`config.mk`:
```
export PLATFORM = sky130hd
export DESIGN_NAME = rp_analog_top
export DESIGN_NICKNAME = d
export VERILOG_FILES = /design/src/rp_dsp_pkg.sv /design/src/rp_regs_pkg.sv /design/src/adc_front.sv /design/src/calib_regs.sv /design/src/dac_interleave.sv /design/src/linear_cal.sv /design/src/rp_analog_top.sv
export SDC_FILE = /design/constraint.sdc
export NUM_CORES = 2
export LEC_CHECK = 0
export BUFFER_PORTS_ARGS = -buffer_cell sky130_fd_sc_hd__clkbuf_2
export CORE_MARGIN = 2
export CORE_UTILIZATION = 30
export CTS_BUF_LIST = sky130_fd_sc_hd__clkbuf_8
export CTS_CLUSTER_SIZE = 10
export DETAILED_ROUTE_END_ITERATION = 7
export PLACE_DENSITY = 0.47
export SETUP_SLACK_MARGIN = 0.02
export SYNTH_ARGS = -nofsm -noshare
export SYNTH_HDL_FRONTEND = slang
export SYNTH_SLANG_ARGS = --single-unit
```
`constraint.sdc`:
```
create_clock -name adc_clk_i -period 11.1 [get_ports adc_clk_i]
set_input_delay 0 -clock adc_clk_i [delete_from_list [all_inputs] [get_ports adc_clk_i]]
set_output_delay 0 -clock adc_clk_i [all_outputs]
set_load 0.05 [all_outputs]
```
`src/rp_dsp_pkg.sv`:
```
`default_nettype none

package rp_dsp_pkg;

  //////////////////////////////////////////////////
  // channels and sample format
  //////////////////////////////////////////////////

  // both analog channels share one datapath
  localparam int unsigned ch_num = 2;
  localparam int unsigned smp_w = 14;
  // ADC pin word, two low bits unconnected on this board
  localparam int unsigned adc_raw_w = 16;

  // signed sample as seen by the calibration stages
  typedef logic signed [smp_w-1:0] smp_t;
  // converter code, offset binary with inverted slope
  typedef logic [smp_w-1:0] code_t;

  //////////////////////////////////////////////////
  // calibration arithmetic
  //////////////////////////////////////////////////

  // gain is Q2.14, so 16384 is unity
  localparam int unsigned gain_w = 16;
  localparam int unsigned gain_frac = 14;
  typedef logic signed [gain_w-1:0] gain_t;
  typedef logic signed [smp_w-1:0] off_t;
  // full product width
  localparam int unsigned prod_w = smp_w + gain_w;

  // clamp limits
  localparam smp_t smp_max = smp_t'(8191);
  localparam smp_t smp_min = smp_t'(-8192);

endpackage

`default_nettype wire

```
`src/rp_regs_pkg.sv`:
```
`default_nettype none

package rp_regs_pkg;

  // write port format
  localparam int unsigned reg_addr_w = 4;
  localparam int unsigned reg_data_w = 16;
  typedef logic [reg_addr_w-1:0] reg_addr_t;
  typedef logic [reg_data_w-1:0] reg_data_t;

  //////////////////////////////////////////////////
  // address map
  //////////////////////////////////////////////////

  localparam reg_addr_t addr_adc_gain0 = 4'd0;
  localparam reg_addr_t addr_adc_off0 = 4'd1;
  localparam reg_addr_t addr_adc_gain1 = 4'd2;
  localparam reg_addr_t addr_adc_off1 = 4'd3;
  localparam reg_addr_t addr_dac_gain0 = 4'd4;
  localparam reg_addr_t addr_dac_off0 = 4'd5;
  localparam reg_addr_t addr_dac_gain1 = 4'd6;
  localparam reg_addr_t addr_dac_off1 = 4'd7;
  // bit i selects loopback on channel i
  localparam reg_addr_t addr_loop = 4'd8;

  // reset values, unity gain and no offset
  localparam reg_data_t gain_rst = 16'd16384;
  localparam reg_data_t off_rst = 16'd0;
  localparam reg_data_t loop_rst = 16'd0;

endpackage

`default_nettype wire

```
`src/adc_front.sv`:
```
`timescale 1ns/1ps
`default_nettype none

module adc_front (
  input  wire logic                                                 adc_clk_i,
  input  wire logic                                                 top_rst_i,
  // raw pin words
  input  wire logic [rp_dsp_pkg::ch_num-1:0][rp_dsp_pkg::adc_raw_w-1:0] adc_dat_i,
  // loopback select and source
  input  wire logic [rp_dsp_pkg::ch_num-1:0]                        loop_i,
  input  wire rp_dsp_pkg::smp_t [rp_dsp_pkg::ch_num-1:0]            dac_smp_i,
  // samples toward ADC calibration
  output rp_dsp_pkg::smp_t [rp_dsp_pkg::ch_num-1:0]                 adc_smp_o
);

  import rp_dsp_pkg::*;

  // registered and converted pin samples
  smp_t [ch_num-1:0] adc_q;

  //////////////////////////////////////////////////
  // input register
  //////////////////////////////////////////////////

  // pins 15..2 carry the code, slope is inverted
  // keep msb, flip the rest to get two's complement
  always_ff @(posedge adc_clk_i, posedge top_rst_i) begin
    if (top_rst_i) begin
      adc_q <= '0;
    end else begin
      for (int i = 0; i < ch_num; i++) begin
        adc_q[i] <= {adc_dat_i[i][adc_raw_w-1], ~adc_dat_i[i][adc_raw_w-2:2]};
      end
    end
  end

  // digital loopback
  // calibrated generator sample replaces the pin sample
  always_comb begin
    for (int i = 0; i < ch_num; i++) begin
      adc_smp_o[i] = loop_i[i] ? dac_smp_i[i] : adc_q[i];
    end
  end

endmodule

`default_nettype wire

```
`src/calib_regs.sv`:
```
`timescale 1ns/1ps
`default_nettype none

module calib_regs (
  input  wire logic                                          adc_clk_i,
  input  wire logic                                          top_rst_i,
  // write port
  input  wire logic                                          cfg_we_i,
  input  wire rp_regs_pkg::reg_addr_t                        cfg_addr_i,
  input  wire rp_regs_pkg::reg_data_t                        cfg_wdata_i,
  // calibration values
  output rp_dsp_pkg::gain_t [rp_dsp_pkg::ch_num-1:0] adc_gain_o,
  output rp_dsp_pkg::off_t  [rp_dsp_pkg::ch_num-1:0] adc_off_o,
  output rp_dsp_pkg::gain_t [rp_dsp_pkg::ch_num-1:0] dac_gain_o,
  output rp_dsp_pkg::off_t  [rp_dsp_pkg::ch_num-1:0] dac_off_o,
  // per channel loopback enables
  output logic              [rp_dsp_pkg::ch_num-1:0] loop_o
);

  import rp_dsp_pkg::*;
  import rp_regs_pkg::*;

  //////////////////////////////////////////////////
  // write decode
  //////////////////////////////////////////////////

  // unmapped addresses fall through to default
  always_ff @(posedge adc_clk_i, posedge top_rst_i) begin
    if (top_rst_i) begin
      for (int i = 0; i < ch_num; i++) begin
        adc_gain_o[i] <= gain_t'(gain_rst);
        dac_gain_o[i] <= gain_t'(gain_rst);
        adc_off_o[i]  <= off_t'(off_rst[smp_w-1:0]);
        dac_off_o[i]  <= off_t'(off_rst[smp_w-1:0]);
      end
      loop_o <= loop_rst[ch_num-1:0];
    end else if (cfg_we_i) begin
      case (cfg_addr_i)
        // gains take the full data word
        addr_adc_gain0: adc_gain_o[0] <= gain_t'(cfg_wdata_i);
        addr_adc_gain1: adc_gain_o[1] <= gain_t'(cfg_wdata_i);
        addr_dac_gain0: dac_gain_o[0] <= gain_t'(cfg_wdata_i);
        addr_dac_gain1: dac_gain_o[1] <= gain_t'(cfg_wdata_i);
        // offsets keep the low sample bits only
        addr_adc_off0:  adc_off_o[0]  <= off_t'(cfg_wdata_i[smp_w-1:0]);
        addr_adc_off1:  adc_off_o[1]  <= off_t'(cfg_wdata_i[smp_w-1:0]);
        addr_dac_off0:  dac_off_o[0]  <= off_t'(cfg_wdata_i[smp_w-1:0]);
        addr_dac_off1:  dac_off_o[1]  <= off_t'(cfg_wdata_i[smp_w-1:0]);
        // one bit per channel
        addr_loop:      loop_o        <= cfg_wdata_i[ch_num-1:0];
        default: begin
        end
      endcase
    end
  end

endmodule

`default_nettype wire

```
`src/dac_interleave.sv`:
```
`timescale 1ns/1ps
`default_nettype none

module dac_interleave (
  input  wire logic                                       adc_clk_i,
  input  wire logic                                       top_rst_i,
  // calibrated generator samples
  input  wire rp_dsp_pkg::smp_t [rp_dsp_pkg::ch_num-1:0]  smp_i,
  // converter side
  output rp_dsp_pkg::code_t                               dac_dat_o,
  output logic                                            dac_sel_o,
  output logic                                            dac_rst_o
);

  import rp_dsp_pkg::*;

  logic  sel_nxt;
  smp_t  pick;
  code_t code;

  //////////////////////////////////////////////////
  // reset stretch and phase
  //////////////////////////////////////////////////

  // held one extra cycle after top reset drops
  always_ff @(posedge adc_clk_i, posedge top_rst_i) begin
    if (top_rst_i) begin
      dac_rst_o <= 1'b1;
    end else begin
      dac_rst_o <= 1'b0;
    end
  end

  // phase frozen low while converter is in reset
  assign sel_nxt = dac_rst_o ? 1'b0 : ~dac_sel_o;

  // high phase carries channel 0
  assign pick = sel_nxt ? smp_i[0] : smp_i[1];
  // back to converter code
  assign code = {pick[smp_w-1], ~pick[smp_w-2:0]};

  // output register, bus is zero during reset
  always_ff @(posedge adc_clk_i, posedge top_rst_i) begin
    if (top_rst_i) begin
      dac_sel_o <= 1'b0;
      dac_dat_o <= '0;
    end else begin
      dac_sel_o <= sel_nxt;
      dac_dat_o <= dac_rst_o ? code_t'(0) : code;
    end
  end

endmodule

`default_nettype wire

```
`src/linear_cal.sv`:
```
`timescale 1ns/1ps
`default_nettype none

module linear_cal (
  input  wire logic                                        adc_clk_i,
  input  wire logic                                        top_rst_i,
  // input stream, one sample per channel per cycle
  input  wire rp_dsp_pkg::smp_t  [rp_dsp_pkg::ch_num-1:0]  smp_i,
  // calibration values
  input  wire rp_dsp_pkg::gain_t [rp_dsp_pkg::ch_num-1:0]  gain_i,
  input  wire rp_dsp_pkg::off_t  [rp_dsp_pkg::ch_num-1:0]  off_i,
  // calibrated output, registered
  output rp_dsp_pkg::smp_t       [rp_dsp_pkg::ch_num-1:0]  smp_o
);

  import rp_dsp_pkg::*;

  logic signed [prod_w-1:0] prod [ch_num];
  logic signed [prod_w-1:0] sum  [ch_num];
  smp_t [ch_num-1:0]        sat;

  //////////////////////////////////////////////////
  // gain, offset and clamp
  //////////////////////////////////////////////////

  always_comb begin
    for (int i = 0; i < ch_num; i++) begin
      // full width product, no overflow possible
      prod[i] = $signed(smp_i[i]) * $signed(gain_i[i]);
      // drop fraction bits, floor toward minus infinity
      sum[i] = (prod[i] >>> gain_frac) + $signed(off_i[i]);
      // clamp into sample range
      if (sum[i] > smp_max) begin
        sat[i] = smp_max;
      end else if (sum[i] < smp_min) begin
        sat[i] = smp_min;
      end else begin
        sat[i] = sum[i][smp_w-1:0];
      end
    end
  end

  // output register
  always_ff @(posedge adc_clk_i, posedge top_rst_i) begin
    if (top_rst_i) begin
      smp_o <= '0;
    end else begin
      smp_o <= sat;
    end
  end

endmodule

`default_nettype wire

```
`src/rp_analog_top.sv`:
```
`timescale 1ns/1ps
`default_nettype none

module rp_analog_top (
  input  wire logic                                  adc_clk_i,
  input  wire logic                                  top_rst_i,
  // ADC pins
  input  wire logic [rp_dsp_pkg::adc_raw_w-1:0]      adc_dat0_i,
  input  wire logic [rp_dsp_pkg::adc_raw_w-1:0]      adc_dat1_i,
  // generator samples
  input  wire rp_dsp_pkg::smp_t                      gen_dat0_i,
  input  wire rp_dsp_pkg::smp_t                      gen_dat1_i,
  // register write port
  input  wire logic                                  cfg_we_i,
  input  wire rp_regs_pkg::reg_addr_t                cfg_addr_i,
  input  wire rp_regs_pkg::reg_data_t                cfg_wdata_i,
  // calibrated ADC samples
  output rp_dsp_pkg::smp_t                           osc_dat0_o,
  output rp_dsp_pkg::smp_t                           osc_dat1_o,
  // DAC pins
  output rp_dsp_pkg::code_t                          dac_dat_o,
  output logic                                       dac_sel_o,
  output logic                                       dac_rst_o
);

  import rp_dsp_pkg::*;

  //////////////////////////////////////////////////
  // channel bundles
  //////////////////////////////////////////////////

  logic [ch_num-1:0][adc_raw_w-1:0] adc_dat;
  smp_t  [ch_num-1:0]               gen_smp;
  smp_t  [ch_num-1:0]               adc_smp;
  smp_t  [ch_num-1:0]               osc_smp;
  smp_t  [ch_num-1:0]               dac_smp;
  // calibration settings
  gain_t [ch_num-1:0]               adc_gain;
  off_t  [ch_num-1:0]               adc_off;
  gain_t [ch_num-1:0]               dac_gain;
  off_t  [ch_num-1:0]               dac_off;
  logic  [ch_num-1:0]               loop;

  assign adc_dat = {adc_dat1_i, adc_dat0_i};
  assign gen_smp = {gen_dat1_i, gen_dat0_i};
  assign osc_dat0_o = osc_smp[0];
  assign osc_dat1_o = osc_smp[1];

  // register bank
  calib_regs u_regs (
    .adc_clk_i   (adc_clk_i),
    .top_rst_i   (top_rst_i),
    .cfg_we_i    (cfg_we_i),
    .cfg_addr_i  (cfg_addr_i),
    .cfg_wdata_i (cfg_wdata_i),
    .adc_gain_o  (adc_gain),
    .adc_off_o   (adc_off),
    .dac_gain_o  (dac_gain),
    .dac_off_o   (dac_off),
    .loop_o      (loop)
  );

  //////////////////////////////////////////////////
  // ADC path
  //////////////////////////////////////////////////

  // loopback source is the DAC calibration output
  adc_front u_adc (
    .adc_clk_i (adc_clk_i),
    .top_rst_i (top_rst_i),
    .adc_dat_i (adc_dat),
    .loop_i    (loop),
    .dac_smp_i (dac_smp),
    .adc_smp_o (adc_smp)
  );

  linear_cal cal_adc (
    .adc_clk_i (adc_clk_i),
    .top_rst_i (top_rst_i),
    .smp_i     (adc_smp),
    .gain_i    (adc_gain),
    .off_i     (adc_off),
    .smp_o     (osc_smp)
  );

  //////////////////////////////////////////////////
  // DAC path
  //////////////////////////////////////////////////

  linear_cal cal_dac (
    .adc_clk_i (adc_clk_i),
    .top_rst_i (top_rst_i),
    .smp_i     (gen_smp),
    .gain_i    (dac_gain),
    .off_i     (dac_off),
    .smp_o     (dac_smp)
  );

  // both channels share one bus
  dac_interleave u_dac (
    .adc_clk_i (adc_clk_i),
    .top_rst_i (top_rst_i),
    .smp_i     (dac_smp),
    .dac_dat_o (dac_dat_o),
    .dac_sel_o (dac_sel_o),
    .dac_rst_o (dac_rst_o)
  );

endmodule

`default_nettype wire

```
After elaboration in Yosys (flattened, before gate mapping):

Cells that the tools add are included.
W data, S select, Z words.

* bits in registers: 222
* latch bits: 0
* RAM bits: 0
* memory bits (read-only): 0
* logic and storage cells: 69
* memories: 0

* $add $sub $neg: 4
* multiply operators: 4
* div/mod/pow operators: 0
* magnitude comparators: 8
* equality and inequality tests: 8
* shifts and indexed selects: 0
* multiplexer cells: 13
* bitwise logic cells: 4
* reduce and logical (&&, ||, !) cells: 10

Operators with widths (number)
* $mux W14: 12
* $gt A30 B14 Y1 const B: 4
* $lt A30 B14 Y1 const B: 4
* $mul A14 B16 Y30: 4
* $add A16 B14 Y17: 4
* $not A13 Y13: 3
* $reduce_and A2 Y1: 9
* $eq A4 B3 Y1 const B: 4
* $eq A4 B2 Y1 const B: 2
* $eq A4 B1 Y1 const B: 1
* $eq A4 B4 Y1 const B: 1
* $logic_not A4 Y1: 1
* $mux W1: 1
* $not A1 Y1: 1

Logic depth before layout (Yosys ltp):

* word-level depth: 6
* gate-level depth with buffers: 37

Cells and area by module:

A second synthesis with hierarchy kept.

* cells, all modules: 4396
* area, all modules: 43367.8 µm²

By module, submodules not included
* linear_cal (cal_adc): times used 1, cells an instance 1993, area an instance 18509.0 µm², sequential area each 700.7 µm²
* linear_cal (cal_dac): times used 1, cells an instance 1999, area an instance 18360.1 µm², sequential area each 700.7 µm²
* calib_regs: times used 1, cells an instance 268, area an instance 4629.4 µm², sequential area each 3057.9 µm²
* adc_front: times used 1, cells an instance 85, area an instance 1139.8 µm², sequential area each 700.7 µm²
* dac_interleave: times used 1, cells an instance 51, area an instance 729.4 µm², sequential area each 401.6 µm²

Least setup slack after synthesis:

OpenSTA, ideal clock, no wires.

* path type: reg2reg
* from: register u_regs.loop_o[0] (netlist bit)
* to: register cal_adc.smp_o[2] (netlist bit)
* arrival: 8.282 ns
* slack: 2.684 ns
* cell stages (with the launch flop): 36
* buffers on the path: 4
* clock period less this slack: 8.416 ns
* cells stage by stage: dfrtp_1 > buf_6 > clkbuf_1 > mux2_2 > clkbuf_1 > nand2_1 > fa_1 > fa_1 > fa_1 > inv_1 > fa_1 > fa_1 > inv_1 > fa_1 > inv_1 > ha_1 > a21o_1 > a31o_1 > a221oi_1 > o21ai_2 > and2_1 > o21ai_0 > nand2b_1 > a21oi_1 > xnor2_1 > ha_1 > a211o_1 > nor3_1 > o21ai_0 > a31oi_1 > a21oi_1 > o22ai_1 > xnor2_1 > o31ai_2 > buf_2 > a21oi_1

RTL lines
* start: declaration: RTL line calib_regs.sv:17 `output logic [rp_dsp_pkg::ch_num-1:0] loop_o`
* start signal: assignment: RTL line calib_regs.sv:36 `loop_o <= loop_rst[ch_num-1:0];`
* start signal: assignment: RTL line calib_regs.sv:50 `addr_loop: loop_o <= cfg_wdata_i[ch_num-1:0];`
* end signal: assignment: RTL line linear_cal.sv:48 `smp_o <= sat;`
* end: declaration: RTL line linear_cal.sv:13 `output rp_dsp_pkg::smp_t [rp_dsp_pkg::ch_num-1:0] smp_o`

==> summary.txt <==
Placement
  • Cells after DPL: 6254
  • GP Congestion: 0.7853
  • Dpl hpwl: 89870 microns
  • Port Buf Inserts: 122

Final layout
  • Commonest non-fill, non-tap cell in the layout: inv_1
  • Footprint of the multi-input gates: 33050 sq um
  • FF/Latch Area: 5562 sq um
  • Syn-to-layout area delta: 8.881%
  • NumNets Final: 5738
  • Share of cells above drive strength 1: 0.08678
  • Commonest cells after routing, fill and taps aside: 967 x inv_1, 876 x fa_1, 385 x nand2_1
  • Fin cells: 6364
  • # fillers: 14740

Timing
  • Post-route minimum period: 9.907 ns
  • Fin crit share: 0.8925
  • Setup TNS Final: 0 ns
  • Final Hold Fails: 0
  • Clock Skews: 0.02498 ns
  • Worst slew pin tran: 1.111 ns
  • Count of pins over their slew limit: 0
  • Setup Viol. Count Final: 0
  • RSZ-0062 raised after global routing: false
  • Max-slew headroom: 0.2399
  • Fmax: 0.1009 GHz
  • Min Hold Slack: 0.01510 ns

Global route
  • Initial antenna violation count: 15
  • Largest net degree at the start of global routing: 89
  • Grt ovf: 0
  • Global-route wire length before repair: 182600 microns
  • GRT Total Usage: 0.1601
  • Number of global-route vias before repair: 31550

Drt
  • DRC viols: 0
  • Routed len/inst: 17.64 microns
  • Via count: 28570
  • TritonRoute pass-1 iters: 5
  • Final wirelength: 112200 microns
  • Vias per inst: 4.489
  • Number of routed nets with antenna violations: 0
  • Initial detailed-routing violation count: 1106

Die
  • Core box area: 141600 sq um
  • Ports: 127
  • Cell Rows: 138
  • Initial core utilization: 0.3022
  • Die H: 381.6 microns
  • Total Die Area: 145700 sq um
  • Chip width: 381.6 microns

Synthesis
  • Mapped Area: 42780 sq um
  • Post-synthesis sequential area ratio: 0.1300
  • Gate Count Post-Synth: 4367
  • Netlist cell types: 72
  • Yosys Warn Count: 0
  • Post-synth top area share: 0.4099
  • Top cells by area, synth: fa_1 41%, dfrtp_1 13%, ha_1 9.9%, inv_1 8.4%, and2_1 4.8%
  • Mapped Avg Cell Area: 9.797 sq um
  • Syn Nets: 5664
  • Post-synth top area cell: fa_1
  • Top FF cell, synth: dfrtp_1
  • Synth async-reset ratio: 1.000
  • Synthesized flop and latch total: 222
  • Number of synthesized flops with an enable pin: 0

Setup path
  • Critical Path RT: 11.63 ns
  • CP top delay family: adder cells
  • Worst reg2reg startpoint: u_regs.loop_o[1]$_DFFE_PP0P_
  • CP Max Fanout: 16
  • CP arrival: 10.44 ns
  • Worst Path Buf+Inv: 7
  • Register-to-register setup slack: 1.19 ns
  • Worst setup EP type: register
  • Critical Path Source Type: register
  • Setup Crit Path Kind: reg2reg
  • Most used cell, CP: fa_1
  • Slowest cell on crit path: a2111oi_0
  • Reg-to-Reg End: cal_adc.smp_o[17]$_DFF_PP0_
  • Reg2Reg Depth: 32
  • CP max stage delay: 0.99 ns

Run
  • Max Cap Violations: 0

CTS
  • Post-CTS setup buffer count: 0
  • Skew-Pair Late Insertion Delay: 0.62 ns
  • Clk slew on worst S/H paths: 0.06 ns
  • TritonCTS buffer count: 41
  • CTS tree: yes
  • Clk sinks: 222
  • Worst-case clock buffer depth: 3
  • Post-cts sizing count: 0
  • CTS root buf: clkbuf_8
  • H-tree Lvls: 2

Status
  • Status: completed

Worst hold path
  • Hold Path Class: in2async
worst min-delay path, delay by kind of cell:
kind | cells | cell delay [ns]
buf+inv | 3 | 1.09
metrics by stage:
stage                     worst slack (ns)  area, sq um    util
final                                1.193        46580  0.3290
after global routing                0.5471        46580  0.3290
after CTS                            1.219        46580  0.3290
after detailed placement             1.251        45370  0.3204
after global placement               1.342        45370  0.3204
after floorplan                      2.684        42780       -
layer usage:
layer,vias up,global-route usage,routed length (microns)
met3,105,0.01465,3155
li1,13340,-,-
met5,-,0,74
met1,14780,0.2273,54010
met4,12,0.03405,2415
met2,337,0.2650,52590
cells in the mapped netlist, drive strengths merged (95+ instances only):
cell type  count
and2         330
ha           338
nand2        385
clkbuf       140
dfrtp        217
inv          958
mux2         137
fa           876
nor2         128
xnor2         95
nor2b        162
a21oi         95
how the worst max path moves through the flow:
| stage | endpoint | slack, ns | startpoint | depth (start not counted) |
|---|---|---|---|---|
| final | cal_adc.smp_o[17]$_DFF_PP0_ | 1.19 | u_regs.loop_o[1]$_DFFE_PP0P_ | 32 |
| after global routing | cal_adc.smp_o[22]$_DFF_PP0_ | 0.55 | u_regs.loop_o[1]$_DFFE_PP0P_ | 33 |
| after CTS | cal_adc.smp_o[17]$_DFF_PP0_ | 1.22 | u_regs.loop_o[1]$_DFFE_PP0P_ | 32 |
| after detailed placement | cal_adc.smp_o[17]$_DFF_PP0_ | 1.25 | u_regs.loop_o[1]$_DFFE_PP0P_ | 32 |
| after global placement | cal_adc.smp_o[17]$_DFF_PP0_ | 1.34 | u_regs.loop_o[1]$_DFFE_PP0P_ | 32 |
| after floorplan | cal_adc.smp_o[2]$_DFF_PP0_ | 2.68 | u_regs.loop_o[0]$_DFFE_PP0P_ | 35 |
what timing repair did:
item	in CTS	in global routing
setup endpoints to repair	0	0
hold buffers	34	0
hold endpoints to repair	124	0
flip-flops by register name, summed over array words and instances (netlist names):
register	flops
u_adc.adc_q	28
cal_adc.smp_o	28
u_dac.dac_rst_o	1
u_regs.adc_gain_o	32
u_regs.adc_off_o	28
u_dac.dac_dat_o	14
u_regs.loop_o	2
u_regs.dac_off_o	28
cal_dac.smp_o	28
u_regs.dac_gain_o	32
u_dac.dac_sel_o	1
logic make-up (layout without fill, tap and decap cells):
kind of cell    after synthesis  in the layout  share of synthesized area
flops                       222            222                     0.1300
simple gates               1186           1186                     0.1423
buf+inv                    1109           1213                    0.09788
other cells                   1              4                 0.00008765
xor+xnor                    133            133                    0.02723
mux                         156            156                    0.04059
fa+ha+maj                  1214           1214                     0.5087
compound gates              346            346                    0.05317
cell type report:
class / instances / share of cell area
Inverter: 961 / 0.07759
Tap cell: 1890 / 0.05076
Multi-Input combinational cell: 3036 / 0.7094
Antenna cell: 3 / 0.0001612
Clock buffer: 49 / 0.01448
Timing Repair Buffer: 179 / 0.02412
Clock inverter: 24 / 0.004136
Sequential cell: 222 / 0.1194
Power is not shown: default switching activity piles up to over one toggle a cycle in this logic, so the estimate is an artifact.
